[config.mk]
export PLATFORM = sky130hd
export DESIGN_NAME = memory_read_stage
export DESIGN_NICKNAME = d
export VERILOG_FILES = /design/src/mrs_pkg.sv /design/src/mrs_txn_if.sv /design/src/memory_read_stage.sv /design/src/mrs_responder.sv /design/src/mrs_outstanding_queue.sv /design/src/mrs_issuer.sv
export VERILOG_INCLUDE_DIRS = /design/src
export SDC_FILE = /design/constraint.sdc
export NUM_CORES = 1
export LEC_CHECK = 0
export ABC_CLOCK_PERIOD_IN_PS = 6600
export BUFFER_PORTS_ARGS = -buffer_cell sky130_fd_sc_hd__buf_2
export CAP_MARGIN = 10
export CORE_MARGIN = 8
export CORE_UTILIZATION = 58
export CTS_CLUSTER_SIZE = 20
export DETAILED_ROUTE_END_ITERATION = 8
export GPL_ROUTABILITY_DRIVEN = 0
export PLACE_DENSITY = 0.84
export SLEW_MARGIN = 10
export SYNTH_ARGS = -nofsm -noshare
export SYNTH_HDL_FRONTEND = slang
export SYNTH_HIERARCHICAL = 1
export SYNTH_SLANG_ARGS = --single-unit
[constraint.sdc]
create_clock -name clk_i -period 6.6 [get_ports clk_i]
set_input_delay 1.32 -clock clk_i [delete_from_list [all_inputs] [get_ports clk_i]]
set_output_delay 1.32 -clock clk_i [all_outputs]
set_load 0.05 [all_outputs]
[src/mrs_consts.svh]
// Width, depth and occupancy constants for the memory read stage
// Shared by the package and the RTL modules

`ifndef MRS_CONSTS_SVH
`define MRS_CONSTS_SVH

////////////////////////////////////////////////////////////////////////////
// Datapath widths
////////////////////////////////////////////////////////////////////////////

// Memory address, pass-through operand and read data all share this width
`define MRS_ADDR_W 32

// Transaction identifier returned with every result
`define MRS_TAG_W 4

////////////////////////////////////////////////////////////////////////////
// Queue sizing
////////////////////////////////////////////////////////////////////////////

// Limit on accepted but not yet retired transactions
// Also the depth of the outstanding queue and of the read-data queue
`define MRS_TXN_DEPTH 4

`endif
[src/mrs_pkg.sv]
// Vector typedefs and FSM state encodings of the memory read stage

`default_nettype none

`include "mrs_consts.svh"

package mrs_pkg;

    ////////////////////////////////////////////////////////////////////////////
    // Payload types
    ////////////////////////////////////////////////////////////////////////////

    // Read address, or operand of a non-walking transaction
    typedef logic [`MRS_ADDR_W-1:0] addr_t;

    // Result word sent to the next stage
    typedef logic [`MRS_ADDR_W-1:0] data_t;

    // Transaction identifier
    typedef logic [`MRS_TAG_W-1:0] tag_t;

    // In-flight count, one extra bit so that the full depth fits
    typedef logic [$clog2(`MRS_TXN_DEPTH):0] occ_t;

    ////////////////////////////////////////////////////////////////////////////
    // FSM encodings
    ////////////////////////////////////////////////////////////////////////////

    // Request side of the issuer
    typedef enum logic {
        ISSUE_IDLE,
        ISSUE_WAIT_GNT
    } issue_state_e;

    // Output result register
    typedef enum logic {
        OUT_EMPTY,
        OUT_FULL
    } out_state_e;

endpackage

`default_nettype wire

[src/mrs_txn_if.sv]
// Transaction link between the stage blocks
// One strobe/stall pair plus the walk flag, tag and address

`default_nettype none

interface mrs_txn_if;

    import mrs_pkg::*;

    // Push or pop, depending on the side of the queue
    logic  strobe;
    // Full or empty, always driven by the queue
    logic  stall;

    // Transaction fields
    logic  walk;
    tag_t  tag;
    addr_t addr;

    // Producer pushing into the queue
    modport writer (
        output strobe,
        output walk,
        output tag,
        output addr,
        input  stall
    );

    // Queue write side, reports full
    modport fill (
        input  strobe,
        input  walk,
        input  tag,
        input  addr,
        output stall
    );

    // Queue read side, presents the head and reports empty
    modport drain (
        input  strobe,
        output walk,
        output tag,
        output addr,
        output stall
    );

    // Consumer popping from the queue
    modport reader (
        output strobe,
        input  walk,
        input  tag,
        input  addr,
        input  stall
    );

endinterface

`default_nettype wire

[src/memory_read_stage.sv]
// Top level of the page-table walker memory read stage
// Issuer, outstanding queue and responder joined by two queue links

`default_nettype none

module memory_read_stage (
    input  wire logic           clk_i,
    input  wire logic           rst_ni,

    // Input transactions
    input  wire logic           in_valid_i,
    output logic                in_ready_o,
    input  wire logic           in_walk_i,
    input  wire mrs_pkg::tag_t   in_tag_i,
    input  wire mrs_pkg::addr_t  in_addr_i,

    // SRAM-style read port
    output logic                mem_req_o,
    output mrs_pkg::addr_t      mem_addr_o,
    input  wire logic           mem_gnt_i,
    input  wire logic           mem_rvalid_i,
    input  wire mrs_pkg::data_t  mem_rdata_i,

    // Results in acceptance order
    output logic                out_valid_o,
    input  wire logic           out_ready_i,
    output mrs_pkg::tag_t       out_tag_o,
    output mrs_pkg::data_t      out_data_o
);

    ////////////////////////////////////////////////////////////////////////////
    // Internal links
    ////////////////////////////////////////////////////////////////////////////

    // Issuer to queue, and queue head to responder
    mrs_txn_if enq_if ();
    mrs_txn_if deq_if ();

    // Output handshake done, frees one in-flight slot
    logic retire;

    ////////////////////////////////////////////////////////////////////////////
    // Instances
    ////////////////////////////////////////////////////////////////////////////

    mrs_issuer u_issuer (
        .clk_i      (clk_i),
        .rst_ni     (rst_ni),
        .in_valid_i (in_valid_i),
        .in_ready_o (in_ready_o),
        .in_walk_i  (in_walk_i),
        .in_tag_i   (in_tag_i),
        .in_addr_i  (in_addr_i),
        .mem_req_o  (mem_req_o),
        .mem_addr_o (mem_addr_o),
        .mem_gnt_i  (mem_gnt_i),
        .retire_i   (retire),
        .enq_if     (enq_if.writer)
    );

    mrs_outstanding_queue u_outstanding_queue (
        .clk_i  (clk_i),
        .rst_ni (rst_ni),
        .enq_if (enq_if.fill),
        .deq_if (deq_if.drain)
    );

    mrs_responder u_responder (
        .clk_i        (clk_i),
        .rst_ni       (rst_ni),
        .mem_rvalid_i (mem_rvalid_i),
        .mem_rdata_i  (mem_rdata_i),
        .out_valid_o  (out_valid_o),
        .out_ready_i  (out_ready_i),
        .out_tag_o    (out_tag_o),
        .out_data_o   (out_data_o),
        .retire_o     (retire),
        .deq_if       (deq_if.reader)
    );

endmodule

`default_nettype wire

[src/mrs_responder.sv]
// Read-data capture queue, head pairing and output result register
// Produces the retire pulse on every completed output handshake

`default_nettype none

`include "mrs_consts.svh"

module mrs_responder (
    input  wire logic           clk_i,
    input  wire logic           rst_ni,
    // Memory response side
    input  wire logic           mem_rvalid_i,
    input  wire mrs_pkg::data_t  mem_rdata_i,
    // Output stage
    output logic                out_valid_o,
    input  wire logic           out_ready_i,
    output mrs_pkg::tag_t       out_tag_o,
    output mrs_pkg::data_t      out_data_o,
    // One pulse per delivered result
    output logic                retire_o,
    // Pop side of the outstanding queue
    mrs_txn_if.reader           deq_if
);

    import mrs_pkg::*;

    localparam int PTR_W = $clog2(`MRS_TXN_DEPTH);
    localparam logic [PTR_W-1:0] PTR_LAST = PTR_W'(`MRS_TXN_DEPTH - 1);

    // Read-data queue
    data_t            rd_mem [`MRS_TXN_DEPTH];
    logic [PTR_W-1:0] rd_wptr_q;
    logic [PTR_W-1:0] rd_rptr_q;
    occ_t             rd_cnt_q;
    logic             rd_push;
    logic             rd_pop;
    logic             rd_full;

    // Pairing and output register
    logic       head_ready;
    logic       can_load;
    logic       load;
    out_state_e out_state_q;
    tag_t       out_tag_q;
    data_t      out_data_q;

    ////////////////////////////////////////////////////////////////////////////
    // Read-data queue
    ////////////////////////////////////////////////////////////////////////////

    // Responses come in grant order, one per walking transaction
    assign rd_push = mem_rvalid_i;
    assign rd_full = (rd_cnt_q == occ_t'(`MRS_TXN_DEPTH));

    always_ff @(posedge clk_i) begin
        if (rd_push) begin
            rd_mem[rd_wptr_q] <= mem_rdata_i;
        end
    end

    always_ff @(posedge clk_i) begin
        if (!rst_ni) begin
            rd_wptr_q <= '0;
            rd_rptr_q <= '0;
            rd_cnt_q  <= '0;
        end else begin
            if (rd_push) begin
                rd_wptr_q <= (rd_wptr_q == PTR_LAST) ? '0 : rd_wptr_q + 1'b1;
            end
            if (rd_pop) begin
                rd_rptr_q <= (rd_rptr_q == PTR_LAST) ? '0 : rd_rptr_q + 1'b1;
            end
            if (rd_push && !rd_pop) begin
                rd_cnt_q <= rd_cnt_q + occ_t'(1);
            end else if (!rd_push && rd_pop) begin
                rd_cnt_q <= rd_cnt_q - occ_t'(1);
            end
        end
    end

    ////////////////////////////////////////////////////////////////////////////
    // Head pairing
    ////////////////////////////////////////////////////////////////////////////

    // A walking head waits for captured read data, others go at once
    assign head_ready = !deq_if.stall && (!deq_if.walk || (rd_cnt_q != '0));
    // Register is free or drains in this cycle
    assign can_load   = (out_state_q == OUT_EMPTY) || out_ready_i;
    assign load       = head_ready && can_load;

    assign deq_if.strobe = load;
    assign rd_pop        = load && deq_if.walk;

    ////////////////////////////////////////////////////////////////////////////
    // Output register
    ////////////////////////////////////////////////////////////////////////////

    always_ff @(posedge clk_i) begin
        if (load) begin
            out_tag_q  <= deq_if.tag;
            // Pass-through heads carry their address as result data
            out_data_q <= deq_if.walk ? rd_mem[rd_rptr_q] : deq_if.addr;
        end
    end

    always_ff @(posedge clk_i) begin
        if (!rst_ni) begin
            out_state_q <= OUT_EMPTY;
        end else if (load) begin
            out_state_q <= OUT_FULL;
        end else if (out_ready_i) begin
            out_state_q <= OUT_EMPTY;
        end
    end

    assign out_valid_o = (out_state_q == OUT_FULL);
    assign out_tag_o   = out_tag_q;
    assign out_data_o  = out_data_q;
    assign retire_o    = out_valid_o && out_ready_i;

    ////////////////////////////////////////////////////////////////////////////
    // Assertions
    ////////////////////////////////////////////////////////////////////////////

    // Issuer occupancy limit bounds the number of pending responses
    a_rdata_room : assert property (@(posedge clk_i) disable iff (!rst_ni)
        mem_rvalid_i |-> !rd_full)
        else $error("read data arrived with the read-data queue full");

    a_out_stable : assert property (@(posedge clk_i) disable iff (!rst_ni)
        out_valid_o && !out_ready_i |=>
            out_valid_o && $stable(out_tag_o) && $stable(out_data_o))
        else $error("output result changed under back-pressure");

endmodule

`default_nettype wire

[src/mrs_outstanding_queue.sv]
// In-order queue of accepted transactions waiting for their result
// Circular buffer with pointers and an entry count

`default_nettype none

`include "mrs_consts.svh"

module mrs_outstanding_queue (
    input  wire logic  clk_i,
    input  wire logic  rst_ni,
    // Push side from the issuer
    mrs_txn_if.fill    enq_if,
    // Pop side to the responder
    mrs_txn_if.drain   deq_if
);

    import mrs_pkg::*;

    localparam int PTR_W = $clog2(`MRS_TXN_DEPTH);
    localparam logic [PTR_W-1:0] PTR_LAST = PTR_W'(`MRS_TXN_DEPTH - 1);

    // Entry storage
    logic  walk_mem [`MRS_TXN_DEPTH];
    tag_t  tag_mem  [`MRS_TXN_DEPTH];
    addr_t addr_mem [`MRS_TXN_DEPTH];

    logic [PTR_W-1:0] wr_ptr_q;
    logic [PTR_W-1:0] rd_ptr_q;
    occ_t             count_q;
    logic             push;
    logic             pop;

    assign push = enq_if.strobe;
    assign pop  = deq_if.strobe;

    // Status flags
    assign enq_if.stall = (count_q == occ_t'(`MRS_TXN_DEPTH));
    assign deq_if.stall = (count_q == '0);

    ////////////////////////////////////////////////////////////////////////////
    // Storage and pointers
    ////////////////////////////////////////////////////////////////////////////

    always_ff @(posedge clk_i) begin
        if (push) begin
            walk_mem[wr_ptr_q] <= enq_if.walk;
            tag_mem[wr_ptr_q]  <= enq_if.tag;
            addr_mem[wr_ptr_q] <= enq_if.addr;
        end
    end

    always_ff @(posedge clk_i) begin
        if (!rst_ni) begin
            wr_ptr_q <= '0;
            rd_ptr_q <= '0;
            count_q  <= '0;
        end else begin
            if (push) begin
                wr_ptr_q <= (wr_ptr_q == PTR_LAST) ? '0 : wr_ptr_q + 1'b1;
            end
            if (pop) begin
                rd_ptr_q <= (rd_ptr_q == PTR_LAST) ? '0 : rd_ptr_q + 1'b1;
            end
            // Count only moves on an unpaired push or pop
            if (push && !pop) begin
                count_q <= count_q + occ_t'(1);
            end else if (!push && pop) begin
                count_q <= count_q - occ_t'(1);
            end
        end
    end

    // Head comes from storage so a pushed entry shows up one cycle later
    assign deq_if.walk = walk_mem[rd_ptr_q];
    assign deq_if.tag  = tag_mem[rd_ptr_q];
    assign deq_if.addr = addr_mem[rd_ptr_q];

    ////////////////////////////////////////////////////////////////////////////
    // Assertions
    ////////////////////////////////////////////////////////////////////////////

    a_no_overflow : assert property (@(posedge clk_i) disable iff (!rst_ni)
        count_q <= occ_t'(`MRS_TXN_DEPTH))
        else $error("outstanding queue overflow");

    // Responder pops only a present head
    a_no_underflow : assert property (@(posedge clk_i) disable iff (!rst_ni)
        deq_if.strobe |-> !deq_if.stall)
        else $error("pop from an empty outstanding queue");

endmodule

`default_nettype wire

[src/mrs_issuer.sv]
// Input acceptance and req/gnt request machine of the memory read stage
// Tracks the in-flight count and pushes accepted transactions

`default_nettype none

`include "mrs_consts.svh"

module mrs_issuer (
    input  wire logic          clk_i,
    input  wire logic          rst_ni,
    // Input stage
    input  wire logic          in_valid_i,
    output logic               in_ready_o,
    input  wire logic          in_walk_i,
    input  wire mrs_pkg::tag_t  in_tag_i,
    input  wire mrs_pkg::addr_t in_addr_i,
    // Memory request side
    output logic               mem_req_o,
    output mrs_pkg::addr_t     mem_addr_o,
    input  wire logic          mem_gnt_i,
    // One pulse per delivered result
    input  wire logic          retire_i,
    // Push side of the outstanding queue
    mrs_txn_if.writer          enq_if
);

    import mrs_pkg::*;

    issue_state_e state_q, state_d;
    occ_t         occ_q, occ_d;
    logic         room;
    logic         accept;

    ////////////////////////////////////////////////////////////////////////////
    // Occupancy
    ////////////////////////////////////////////////////////////////////////////

    // Queue entries plus the output register never exceed this count,
    // so a push always finds room in the queue
    assign room   = (occ_q < occ_t'(`MRS_TXN_DEPTH));
    assign accept = in_valid_i && in_ready_o;

    always_comb begin
        occ_d = occ_q;
        if (accept && !retire_i) begin
            occ_d = occ_q + occ_t'(1);
        end else if (!accept && retire_i) begin
            occ_d = occ_q - occ_t'(1);
        end
    end

    ////////////////////////////////////////////////////////////////////////////
    // Request FSM
    ////////////////////////////////////////////////////////////////////////////

    // Address follows the input, stable while a request waits
    assign mem_addr_o = in_addr_i;

    always_comb begin
        state_d    = state_q;
        mem_req_o  = 1'b0;
        in_ready_o = 1'b0;
        case (state_q)
            ISSUE_IDLE: begin
                // Room is checked before any request goes out
                if (room) begin
                    if (in_walk_i) begin
                        mem_req_o  = in_valid_i;
                        // Gnt may already be high, accept in the same cycle
                        in_ready_o = mem_gnt_i;
                        if (in_valid_i && !mem_gnt_i) begin
                            state_d = ISSUE_WAIT_GNT;
                        end
                    end else begin
                        // No memory access, straight into the queue
                        in_ready_o = 1'b1;
                    end
                end
            end
            ISSUE_WAIT_GNT: begin
                // Hold the request, input is held stable meanwhile
                mem_req_o  = 1'b1;
                in_ready_o = mem_gnt_i;
                if (mem_gnt_i) begin
                    state_d = ISSUE_IDLE;
                end
            end
            default: begin
                state_d = ISSUE_IDLE;
            end
        endcase
    end

    always_ff @(posedge clk_i) begin
        if (!rst_ni) begin
            state_q <= ISSUE_IDLE;
            occ_q   <= '0;
        end else begin
            state_q <= state_d;
            occ_q   <= occ_d;
        end
    end

    // Every accepted transaction is queued, walking or not
    assign enq_if.strobe = accept;
    assign enq_if.walk   = in_walk_i;
    assign enq_if.tag    = in_tag_i;
    assign enq_if.addr   = in_addr_i;

    ////////////////////////////////////////////////////////////////////////////
    // Assertions
    ////////////////////////////////////////////////////////////////////////////

    // Occupancy limit keeps the queue from being full at push time
    a_push_not_full : assert property (@(posedge clk_i) disable iff (!rst_ni)
        enq_if.strobe |-> !enq_if.stall)
        else $error("push into a full outstanding queue");

    // A raised request is held with the same address until granted
    a_req_held : assert property (@(posedge clk_i) disable iff (!rst_ni)
        mem_req_o && !mem_gnt_i |=> mem_req_o && $stable(mem_addr_o))
        else $error("memory request dropped before grant");

endmodule

`default_nettype wire

# == Word level (Yosys, flattened, before mapping) ==
# Memories as Yosys holds them, arrays and structs flattened. A register that Yosys moved wholly into a read port is not among the register bits.
# Index checks and enable logic that the tools add are counted.
# op_classes
reduce_logical,28
n_bitwise,2
muxes,34
n_eq_ne,4
magnitude_cmp,1
addsub,10
# ops
operator,count
$mux 32,1
$mux 2,10
$mux 3,6
$mux 1,14
$logic_and 1x1->1,12
$add 3x1->3 const B,3
$sub 3x1->3 const B,3
$add 2x1->2 const B,4
$eq 2x2->1 const B,4
$logic_not 1->1,8
$reduce_bool 2->1,4
$pmux 1 s2,3
$logic_not 3->1,1
$lt 3x3->1 const B,1
$reduce_bool 3->1,1
$logic_or 1x1->1,2
$not 1->1,2
# totals
output_inout_bits,71
ff_bits,51
memories,4
elab_cells,93
mem_bits_rw,276
input_bits,75
# memory_table
name,depth,word_bits,read_ports,rd_clocked_by_memory_dff,wr,line_no,rtl
u_outstanding_queue.addr_mem,4,32,1,1,1,mrs_outstanding_queue.sv:25,addr_t addr_mem [`MRS_TXN_DEPTH];
u_responder.rd_mem,4,32,1,1,1,mrs_responder.sv:31,data_t rd_mem [`MRS_TXN_DEPTH];
u_outstanding_queue.tag_mem,4,4,1,1,1,mrs_outstanding_queue.sv:24,tag_t tag_mem [`MRS_TXN_DEPTH];
u_outstanding_queue.walk_mem,4,1,1,1,1,mrs_outstanding_queue.sv:23,logic walk_mem [`MRS_TXN_DEPTH];

# == Longest topological paths before layout ==
# Gate-level depths: netlist of the first run.
# depth
ltp_word,8
ltp_mapped,12
depth_no_buf,9

# == By module ==
# The synthesis of the first run kept the hierarchy.
# modules_own_cells
mod,cells_per_inst,seq_area_each_um2,area_each_um2,instances
mrs_responder,292,5124.9,6754.0,1
mrs_outstanding_queue,237,4624.4,5853.1,1
mrs_issuer,94,80.1,742.0,1

# == Least setup slack after synthesis of the first run ==
# Ideal clock, no wire load.
# synth_timing
path_type,input to register
start,input port out_ready_i
end,register u_outstanding_queue.count_q[2]
path_slack_ns,0.885
path_buffers,0
t_arrival_ns,5.640
path_stages,9
setup_time_ns,0.076
cell_sequence,nor2b_1 > a211oi_1 > inv_1 > ha_1 > inv_1 > fa_1 > xor2_1 > or3_1 > a21boi_0
# synth_via
elab_chain_cells,5
elab_cells_between_ends,7
cone_classes,1 x mux; 6 x reduce/logical
# synth_lines
item,line_no,rtl
from (decl),memory_read_stage.sv:26,"input wire logic out_ready_i,"
$logic_or 1x1->1 (*),mrs_responder.sv:88,assign can_load = (out_state_q == OUT_EMPTY) || out_ready_i;
$logic_and 1x1->1 (*),mrs_responder.sv:89,assign load = head_ready && can_load;
net deq_if.strobe,mrs_txn_if.sv:11,logic strobe;
$logic_not 1->1,mrs_outstanding_queue.sv:65,if (push && !pop) begin
$logic_and 1x1->1,mrs_outstanding_queue.sv:65,
$mux 3 or $reduce_bool 2->1 (tied branches),n/a,
to (signal assigned),mrs_outstanding_queue.sv:66,count_q <= count_q + occ_t'(1);
to (signal assigned),mrs_outstanding_queue.sv:68,count_q <= count_q - occ_t'(1);
to (decl),mrs_outstanding_queue.sv:29,occ_t count_q;
# Mark *: on every way through the listed nets, which the timed path passes. The rest lies on a longest branch.
# A chain may end at the register's enable or synchronous reset.

==> metrics.md, run 1 <==
| Metric | Value |
|---|---|
| FP Rows | 55 |
| Syn Area/Cell | 21.4 sq um |
| Antenna violations before repair | 2 |
| Final Critical Period | 3620 ps |
| Final Max Tran Viols | 0 |
| Routed vias/inst | 5.88 |
| Sw power | 2.01 mW |
| Fillers | 1425 |
| Commonest cells after routing, fill and taps aside | edfxtp_1, buf_2, mux4_2 |
| RSZ-0062 raised after global routing | no |
| Layout Cells excl Fill | 1023 |
| Logic pwr share | 28.0% |
| CTS tree | done |
| Post-CTS Resized | 0 |
| DRC viols | 0 |
| Met3 usage in global routing | 3.24% |
| I/O pin cnt | 146 |
| Nets | 804 |
| Crit start category | register |
| Met1 usage | 23.3% |
| CTS Root Cell | clkbuf_16 |
| Total track usage | 18.0% |
| Most used routing layer | met2 |
| Core outline area | 22600 sq um |
| P_int | 4.37 mW |
| Critical-path maximum fanout | 39 |
| Postcts setup bufs | 0 |
| Placed cells | 966 |
| Wire length of the first global-routing pass | 38500 microns |
| Initial DRC Count | 418 |
| Commonest non-fill, non-tap cell in the layout | edfxtp_1 |
| Final count of hold timing violations | 0 |
| Hold Crit Class | register to register |
| Clock Pin Slew Worst Setup and Hold Paths | 70 ps |
| CTS Buf Count | 30 |
| Area growth, synth to finish | 10.4% |
| Final setup TNS | 0 ps |
| Setup ws final | 2980 ps |
| Pwr/cell area | 433 nW/um^2 |
| CP Cell Sequence | mux4_2 -> a211oi_4 -> buf_4 -> inv_1 -> ha_1 -> inv_1 -> fa_1 -> xor2_1 -> or3_1 -> a21boi_0 |
| Kind of critical path | register to register |
| PortBufs | 145 |
| CP arrival | 4100 ps |
| Synth Instances | 622 |
| Die H | 168 microns |
| Hold_buf cts | 0 |
| Layout cell share with drive strength beyond 1 | 40.6% |
| Drt first pass iters | 6 |
| CTS Sinks | 335 |
| Total grt overflow | 0 |
| Crit path required time | 7080 ps |
| Routed via count | 6013 |
| Leakage power total | 5.09 nW |
| Setup Viol. Count Final | 0 |
| Sequential cell fraction of total power | 45.5% |
| Switching Fraction | 31.5% |
| Grt met2 use | 31.4% |
| Slew @ Worst Pin | 1080 ps |
| Post-Syn Nets | 713 |
| Max incr delay on CP | 830 ps |
| Max VDD drop | 0.444 mV |
| DP Worst Slack | 2630 ps |
| Fmax | 276 MHz |
| Slew HR | 27.8% |
| Vias in the first global route | 6656 |
| Synthesized area | 13300 sq um |
| Clk_skew | 28.2 ps |
| Number of max-cap violations | 0 |
| Synth warnings | 6 |
| Worst path slowest cell | dfxtp_4 |
| Skew-Pair Late Insertion Delay | 560 ps |
| Most common cell type on the critical path | inv_1 |
| DPL Wire Length | 15700 microns |
| WL/cell | 25.1 microns |
| Crit end category | register |
| Die span in x | 168 microns |
| Status | finished clean |
| Final period util | 54.9% |
| Htree depth | 1 |
| Clock power frac | 26.6% |
| Clock buffer depth | 3 |
| Detail Route Antenna Nets | 0 |
| Die Area | 28100 sq um |
| Initial Utilization | 58.9% |
| Largest net degree at the start of global routing | 40 |
| Total wire length | 25600 microns |
-- worst max-delay path, delay by kind of cell, from the launching register on --
kind	cells	cell delay, ps
flops	1	830
simple gates	1	320
compound gates	2	410
xor+xnor	1	90
fa+ha+maj	2	430
mux	1	670
buf+inv	3	770
-- per-stage QoR --
stage          area, sq um  hold slack, ps  utilization, %  power (mW)
6_report             14700             514            65.0        6.37
5_1_grt              14700             543            65.0        6.61
4_1_cts              14700             517            65.0        6.43
3_5_place_dp         13800             500            60.8        4.74
3_3_place_gp         13800             472            60.8        4.66
2_1_floorplan        13300             463               -        4.38
-- area by class of cell --
type / instances / area [sq um] / share of cell area [%]
clock buffer: 36 / 773 / 5.25
sequential: 335 / 9840 / 66.8
antenna: 1 / 2.50 / 0.0170
clock inverter: 20 / 194 / 1.32
multi-input combinational: 186 / 2770 / 18.8
timing repair buffer: 148 / 748 / 5.08
tap: 285 / 357 / 2.42
inverter: 12 / 45.0 / 0.306
-- registers in the layout, summed over array words and instances, names as in the netlist, named ones only --
signal / flops
u_outstanding_queue/addr_mem: 128
u_responder/rd_mem: 128
u_responder/out_data_o: 32
u_outstanding_queue/tag_mem: 16
u_outstanding_queue/walk_mem: 4
u_responder/out_tag_o: 4
u_issuer/occ_q: 3
u_outstanding_queue/count_q: 3
u_responder/rd_cnt_q: 3
u_outstanding_queue/rd_ptr_q: 2
u_outstanding_queue/wr_ptr_q: 2
u_responder/rd_rptr_q: 2
u_responder/rd_wptr_q: 2
u_issuer/state_q: 1
u_responder/out_valid_o: 1
-- metal layers --
layer	part of all wire [%]	routed length (microns)	vias up
met5	0.051	13	-
met4	1.7	442	2
met3	6.5	1660	37
met2	52	13200	249
met1	40	10300	3135
li1	-	-	2590
-- power groups by stage --
stage / registers [mW] / clock network [mW] / logic, mW
after floorplan: 3.26 / 0 / 1.12
after CTS: 2.91 / 1.73 / 1.80
after global routing: 2.93 / 1.81 / 1.88
final: 2.90 / 1.69 / 1.78
after global placement: 2.92 / 0 / 1.73
after detailed placement: 2.94 / 0 / 1.79
-- final timing paths --
path / depth (start not counted) / slack [ps] / end / start
worst max-delay path: 10 / 2980 / u_outstanding_queue/count_q[2] / register
worst min register to register: 2 / 510 / u_responder/rd_rptr_q[1] / u_responder/rd_rptr_q[1]
worst max register to register: 10 / 2980 / u_outstanding_queue/count_q[2] / register
worst min-delay path: 2 / 510 / u_responder/rd_rptr_q[1] / u_responder/rd_rptr_q[1]
Note: power is estimated with default switching activity, not from simulation.
==> run 2: changes to the inputs <==
Settings changed: ABC_CLOCK_PERIOD_IN_PS 6600 to 3400.
Clock period 6.6 ns to 3.4 ns, I/O delays scaled along.
==> run 2 against run 1 <==
  * Register-to-register slack worse by 2200 ps
  * Total power is 95% higher
  * First-iteration DRC count shrank 8.9%
  * Final cell count rose by 1.1%
  * Sequential share of layout area down 0.46 points
  * Maximum frequency increased by 37%
  * Combinational power rose by 100%
  * Critical path depth decreased by 1
  * Non-clock buffer count is 10 higher
  * Die area stayed put
  * Highest routed layer unchanged
==> metrics.md, run 2 (synthesis results as in run 1) <==
| Metric | Value |
|---|---|
| Status | finished clean |
| CTS Buf Count | 31 (+3.3%) |
| Most common cell type on the critical path | inv_1 |
| Die H | 168 microns (unchanged) |
| Placed cells | 976 (+1.0%) |
| Number of max-cap violations | 0 (unchanged) |
| Area growth, synth to finish | 11.1% |
| Commonest non-fill, non-tap cell in the layout | edfxtp_1 |
| Routed via count | 5929 (-1.4%) |
| Setup Viol. Count Final | 0 (unchanged) |
| Hold_buf cts | 0 (unchanged) |
| PortBufs | 145 (unchanged) |
| RSZ-0062 raised after global routing | no |
| Core Util, Final | 65.5% (+0.43 points) |
| Final Max Tran Viols | 0 (unchanged) |
| CTS Sinks | 335 (unchanged) |
| Wire length of the first global-routing pass | 37700 microns (-2.2%) |
| Vias in the first global route | 6530 (-1.9%) |
| Skew-Pair Late Insertion Delay | 540 ps (-20 ps) |
| Clock Pin Slew Worst Setup and Hold Paths | 60 ps (about the same) |
| FP Rows | 55 (unchanged) |
| Antenna violations before repair | 4 (+2) |
| Die span in x | 168 microns (unchanged) |
| Die Area | 28100 sq um (unchanged) |
| Clk_skew | 13.6 ps (-14.6 ps) |
| Final count of hold timing violations | 0 (unchanged) |
| FF+latch area | 9830 sq um (about the same) |
| Layout Cells excl Fill | 1034 (+1.1%) |
| DPL Wire Length | 15200 microns (-3.2%) |
| Multi-input logic area | 2780 sq um (+0.18%) |
| Leakage power total | 5.17 nW (+1.4%) |
| Critical-path maximum fanout | 3 (-92%) |
| Total grt overflow | 0 (unchanged) |
| Htree depth | 1 (unchanged) |
| CTS Root Cell | clkbuf_16 |
| Initial DRC Count | 381 (-8.9%) |
| WL/cell | 23.5 microns (-6.1%) |
| Final setup TNS | 0 ps (unchanged) |
| Worst path slowest cell | mux4_2 |
| Core outline area | 22600 sq um (unchanged) |
| CP arrival | 3090 ps (-1010 ps) |
| Largest net degree at the start of global routing | 39 (-2.5%) |
| Layout cell share with drive strength beyond 1 | 42.2% (+1.7 points) |
| Hold slack | 350 ps (-163 ps) |
| Total track usage | 17.4% (-0.58 points) |
| I/O pin cnt | 146 (unchanged) |
| Slew HR | 33.1% (+5.3 points) |
| Drt first pass iters | 4 (-2) |
| Fmax | 379 MHz (+37%) |
| Clock buffer depth | 3 (unchanged) |
| Total wire length | 24300 microns (-5.1%) |
| DP Worst Slack | 604 ps (-2020 ps) |
| Crit path required time | 3850 ps (-3230 ps) |
| Final Cell Area | 14800 sq um (+0.66%) |
| CP Cell Sequence | mux4_2 -> nor4b_2 -> inv_1 -> ha_1 -> inv_1 -> fa_1 -> xor2_1 -> or3_1 -> a21boi_0 |
| Pwr/cell area | 838 nW/um^2 (+94%) |
| Fillers | 1430 (+0.35%) |
| Final Critical Period | 2640 ps (-980 ps) |
| Detail Route Antenna Nets | 0 (unchanged) |
| Crit end category | register |
| Initial Utilization | 58.9% (unchanged) |
| Nets | 815 (+1.4%) |
| CTS tree | done |
| Slew @ Worst Pin | 1000 ps (-79.2 ps) |
| Total power | 12.4 mW (+95%) |
| Setup ws final | 759 ps (-2220 ps) |
| Kind of critical path | register to register |
| DRC viols | 0 (unchanged) |
| Crit start category | register |
| Max VDD drop | 0.826 mV (+86%) |
| Max incr delay on CP | 500 ps (-330 ps) |
| Final period util | 77.7% (+23 points) |
| Postcts setup bufs | 0 (unchanged) |
| Placed inst area | 13800 sq um (+0.56%) |
| Hold Crit Class | primary input to register |
| Routed vias/inst | 5.73 (-2.4%) |
| Commonest cells after routing, fill and taps aside | edfxtp_1, buf_2, mux4_2 |
| Post-CTS Resized | 0 (unchanged) |
## run 2: cell types whose count changed in the layout (fill, tap and decap cells not counted), sizes merged
cell,previous run,this run
clkinvlp,3,2
buf,148,158
clkbuf,36,39
inv,13,12
## run 2: routing by layer
metal  wire length, microns  vias to the layer above  global-route usage [%]
li1                       -                     2612                       -
met1                   9810                     3058                    21.9
met5                     34                        -                       0
met2                  12500                      211                    30.4
met3                   1480                       42                    3.97
met4                    461                        6                    4.35
## run 2: final timing paths
| check | startpoint | to | slack, ps | cells past startpoint |
|---|---|---|---|---|
| worst min register to register | u_outstanding_queue/count_q[2] | u_outstanding_queue/count_q[2] | 510 | 2 |
| worst min-delay path | mem_rdata_i[9] | u_responder/rd_mem[0][9] | 350 | 1 |
| worst max-delay path | u_outstanding_queue/walk_mem[1] | u_responder/rd_cnt_q[2] | 760 | 9 |
| worst max register to register | u_outstanding_queue/walk_mem[1] | u_responder/rd_cnt_q[2] | 760 | 9 |
## run 2: area by class of cell
type / count / share of cell area (%)
Clock inverter: 18 / 1.16
Tap cell: 285 / 2.41
Antenna cell: 1 / 0.0169
Sequential cell: 335 / 66.3
Multi-Input combinational cell: 186 / 18.7
Clock buffer: 39 / 5.50
Timing Repair Buffer: 158 / 5.55
Inverter: 12 / 0.304
## run 2: worst max-delay path: cells and delay by family (launching register included)
kind                       cells  cell delay (ps)
AOI/OAI and AO/OA              1              230
muxes                          1              500
xor gates and xnor gates       1              180
adders and majority gates      2              550
buffers and inverters          2              150
DFF                            1              400
and+or+nand+nor                2              540
## run 2: power breakdown
group	internal [mW]	leakage [nW]	switching [mW]	total (mW)
combinational	1.42	1.62	2.18	3.60
sequential	5.23	3.06	0.248	5.48
clock	1.92	0.487	1.42	3.34
==> run 3: changes to the inputs <==
Settings changed: ABC_AREA set to 1, ABC_CLOCK_PERIOD_IN_PS 3400 to 2700.
Clock period 3.4 ns to 2.7 ns, I/O delays scaled along.
==> run 3 against run 2 <==
  * Design area grew 2.0%
  * Setup slack worse by 350 ps
  * Maximum frequency grew 15%
  * Sequential power is 26% higher
  * Global-route usage rose by 1.9 points
  * Sequential cell count stayed put
  * Clock power rose by 21%
  * Sequential share of layout area fell by 1.3 points
  * Critical path depth up 2
  * Combinational power grew 49%
  * Critical endpoint unchanged
  * Highest routed layer unchanged
==> metrics.md, run 3 <==
| Metric | Value |
|---|---|
| Synthesized area | 13700 sq um (+2.3%) |
| HP Start | mem_rdata_i[23] |
| CTS Buf Count | 31 (unchanged) |
| Max VDD drop | 0.710 mV (-14%) |
| Synth Instances | 1103 (+77%) |
| Worst path slowest cell | fa_1 |
| DRC viols | 0 (unchanged) |
| Pwr/cell area | 1080 nW/um^2 (+29%) |
| Placed cells | 1468 (+50%) |
| Crit start category | register |
| Layout cell share with drive strength beyond 1 | 18.9% (-23 points) |
| Fillers | 1665 (+16%) |
| Detail Route Antenna Nets | 0 (unchanged) |
| Slew HR | 49.9% (+17 points) |
| Slew @ Worst Pin | 752 ps (-251 ps) |
| Max incr delay on CP | 380 ps (-120 ps) |
| Total grt overflow | 0 (unchanged) |
| Layout Cells excl Fill | 1525 (+47%) |
| Hold Path Depth | 1 (unchanged) |
| Wire length of the first global-routing pass | 43500 microns (+16%) |
| Clk_skew | 7.96 ps (-5.66 ps) |
| Postcts setup bufs | 0 (unchanged) |
| Post-CTS Resized | 0 (unchanged) |
| Routed vias/inst | 5.48 (-4.5%) |
| Synth warnings | 6 (unchanged) |
| Leakage power total | 5.72 nW (+11%) |
| Area growth, synth to finish | 10.8% |
| Final Max Tran Viols | 0 (unchanged) |
| I/O pin cnt | 146 (unchanged) |
| Die Area | 28700 sq um (+2.1%) |
| P_int | 10.2 mW (+19%) |
| Total wire length | 28400 microns (+17%) |
| Commonest non-fill, non-tap cell in the layout | edfxtp_1 |
| Initial Utilization | 58.7% (-0.24 points) |
| CTS Sinks | 335 (unchanged) |
| Commonest cells after routing, fill and taps aside | edfxtp_1, nor2_1, buf_2 |
| Critical-path maximum fanout | 5 (+2) |
| Htree depth | 1 (unchanged) |
| Clock power frac | 24.7% (-2.2 points) |
| Reg2reg path depth | 11 (+2) |
| Final count of hold timing violations | 0 (unchanged) |
| DP Worst Slack | 366 ps (-238 ps) |
| WP buf/inv | 2 (unchanged) |
| Worst R2R End | u_responder/rd_cnt_q[2] |
| Switching Fraction | 37.1% (+6.2 points) |
| Sequential cell fraction of total power | 42.4% (-1.7 points) |
| CP arrival | 2720 ps (-370 ps) |
| Syn Area/Cell | 12.4 sq um (-42%) |
| Setup ws final | 404 ps (-355 ps) |
| Routed via count | 8354 (+41%) |
| Initial DRC Count | 702 (+84%) |
| WL/cell | 18.6 microns (-21%) |
| Vias in the first global route | 8359 (+28%) |
| RSZ-0062 raised after global routing | no |
| Largest net degree at the start of global routing | 73 (+87%) |
| CTS tree | done |
| Kind of critical path | register to register |
| DPL Wire Length | 17400 microns (+14%) |
| Clock Pin Slew Worst Setup and Hold Paths | 60 ps (about the same) |
| Total track usage | 19.3% (+1.9 points) |
| R2R Setup Slk | 400 ps (-350 ps) |
| Final period util | 85.0% (+7.4 points) |
| Status | finished clean |
| Hold_buf cts | 0 (unchanged) |
| Number of diodes | 0 (-1) |
| Drt first pass iters | 6 (+2) |
| Clock buffer depth | 3 (unchanged) |
| Nets | 1273 (+56%) |
| Logic pwr share | 32.9% (+3.9 points) |
| Sw power | 6.05 mW (+58%) |
| Skew-Pair Late Insertion Delay | 540 ps (about the same) |
| Die span in x | 169 microns (+1.0%) |
| Setup Viol. Count Final | 0 (unchanged) |
| Final Critical Period | 2300 ps (-345 ps) |
| Post-Syn Nets | 1194 (+67%) |
| Hold Crit Class | primary input to register |
| CP top delay family | compound AO/OA/AOI/OAI gates |
| PortBufs | 145 (unchanged) |
| Core outline area | 23300 sq um (+2.7%) |
| Total power | 16.3 mW (+31%) |
| Crit end category | register |
| Die H | 169 microns (+1.0%) |
| CTS Root Cell | clkbuf_16 |
| Fmax | 435 MHz (+15%) |
| Crit path required time | 3120 ps (-730 ps) |
| Antenna violations before repair | 2 (-2) |
| Hold EP | u_responder/rd_mem[1][23] |
| Final setup TNS | 0 ps (unchanged) |
| Number of max-cap violations | 0 (unchanged) |
| Most common cell type on the critical path | o21ai_0 |
| CP Cell Sequence | inv_2 -> o21ai_0 -> o22ai_4 -> nand4_1 -> ha_1 -> inv_1 -> fa_1 -> nand2_1 -> nand3_1 -> o21ai_0 -> a21oi_1 |
| FP Rows | 56 (+1.8%) |
run 3: changes by cell type in the layout (fill, tap and decap cells not counted), moves of 54 or more:
cell / previous run / this run
mux4_2: 61 / 0
inv_1: 11 / 65
o21ai_0: 4 / 102
nand2_1: 5 / 89
nor2_1: 5 / 226
o21ai_1: 0 / 77
run 3: cell type report:
cell class | instances | area (sq um) | area share (%)
Clock inverter | 23 | 161 | 1.07
Tap cell | 319 | 399 | 2.64
Timing Repair Buffer | 165 | 926 | 6.12
Clock buffer | 34 | 787 | 5.20
Multi-Input combinational cell | 575 | 2740 | 18.1
Inverter | 74 | 278 | 1.84
Sequential cell | 335 | 9830 | 65.0
run 3: how the worst max path moves through the flow:
stage | endpoint | depth (start not counted) | slack, ps
2_1_floorplan | u_outstanding_queue/count_q[1] | 16 | -240
3_3_place_gp | u_issuer/occ_q[2] | 13 | 390
3_5_place_dp | u_issuer/occ_q[2] | 13 | 370
4_1_cts | u_responder/rd_cnt_q[2] | 11 | 400
5_1_grt | u_responder/rd_cnt_q[2] | 12 | 260
6_report | u_responder/rd_cnt_q[2] | 11 | 400
run 3: metal layers:
| metal | track usage [%] | share of wire [%] | up-vias |
|---|---|---|---|
| met4 | 7.85 | 2.8 | 4 |
| met1 | 25.2 | 41 | 3989 |
| li1 | - | - | 3921 |
| met3 | 3.07 | 7.4 | 65 |
| met2 | 32.2 | 49 | 375 |
| met5 | 0 | 0.095 | - |
run 3: metrics by stage:
step           cell area, sq um  hold WS [ps]  utilization (%)
2_1_floorplan             13700           466                -
3_3_place_gp              14200           482             60.9
3_5_place_dp              14200           500             60.9
4_1_cts                   15100           196             65.0
5_1_grt                   15100           202             65.0
6_report                  15100           215             65.0
run 3: power groups by stage:
stage | Combinational, mW | Clock (mW) | Sequential (mW)
finish | 5.36 | 4.03 | 6.91
global route | 5.86 | 4.29 | 6.97
CTS | 5.37 | 4.10 | 6.91
detailed placement | 5.32 | 0 | 7.01
global placement | 5.13 | 0 | 7.01
floorplan | 3.06 | 0 | 7.97
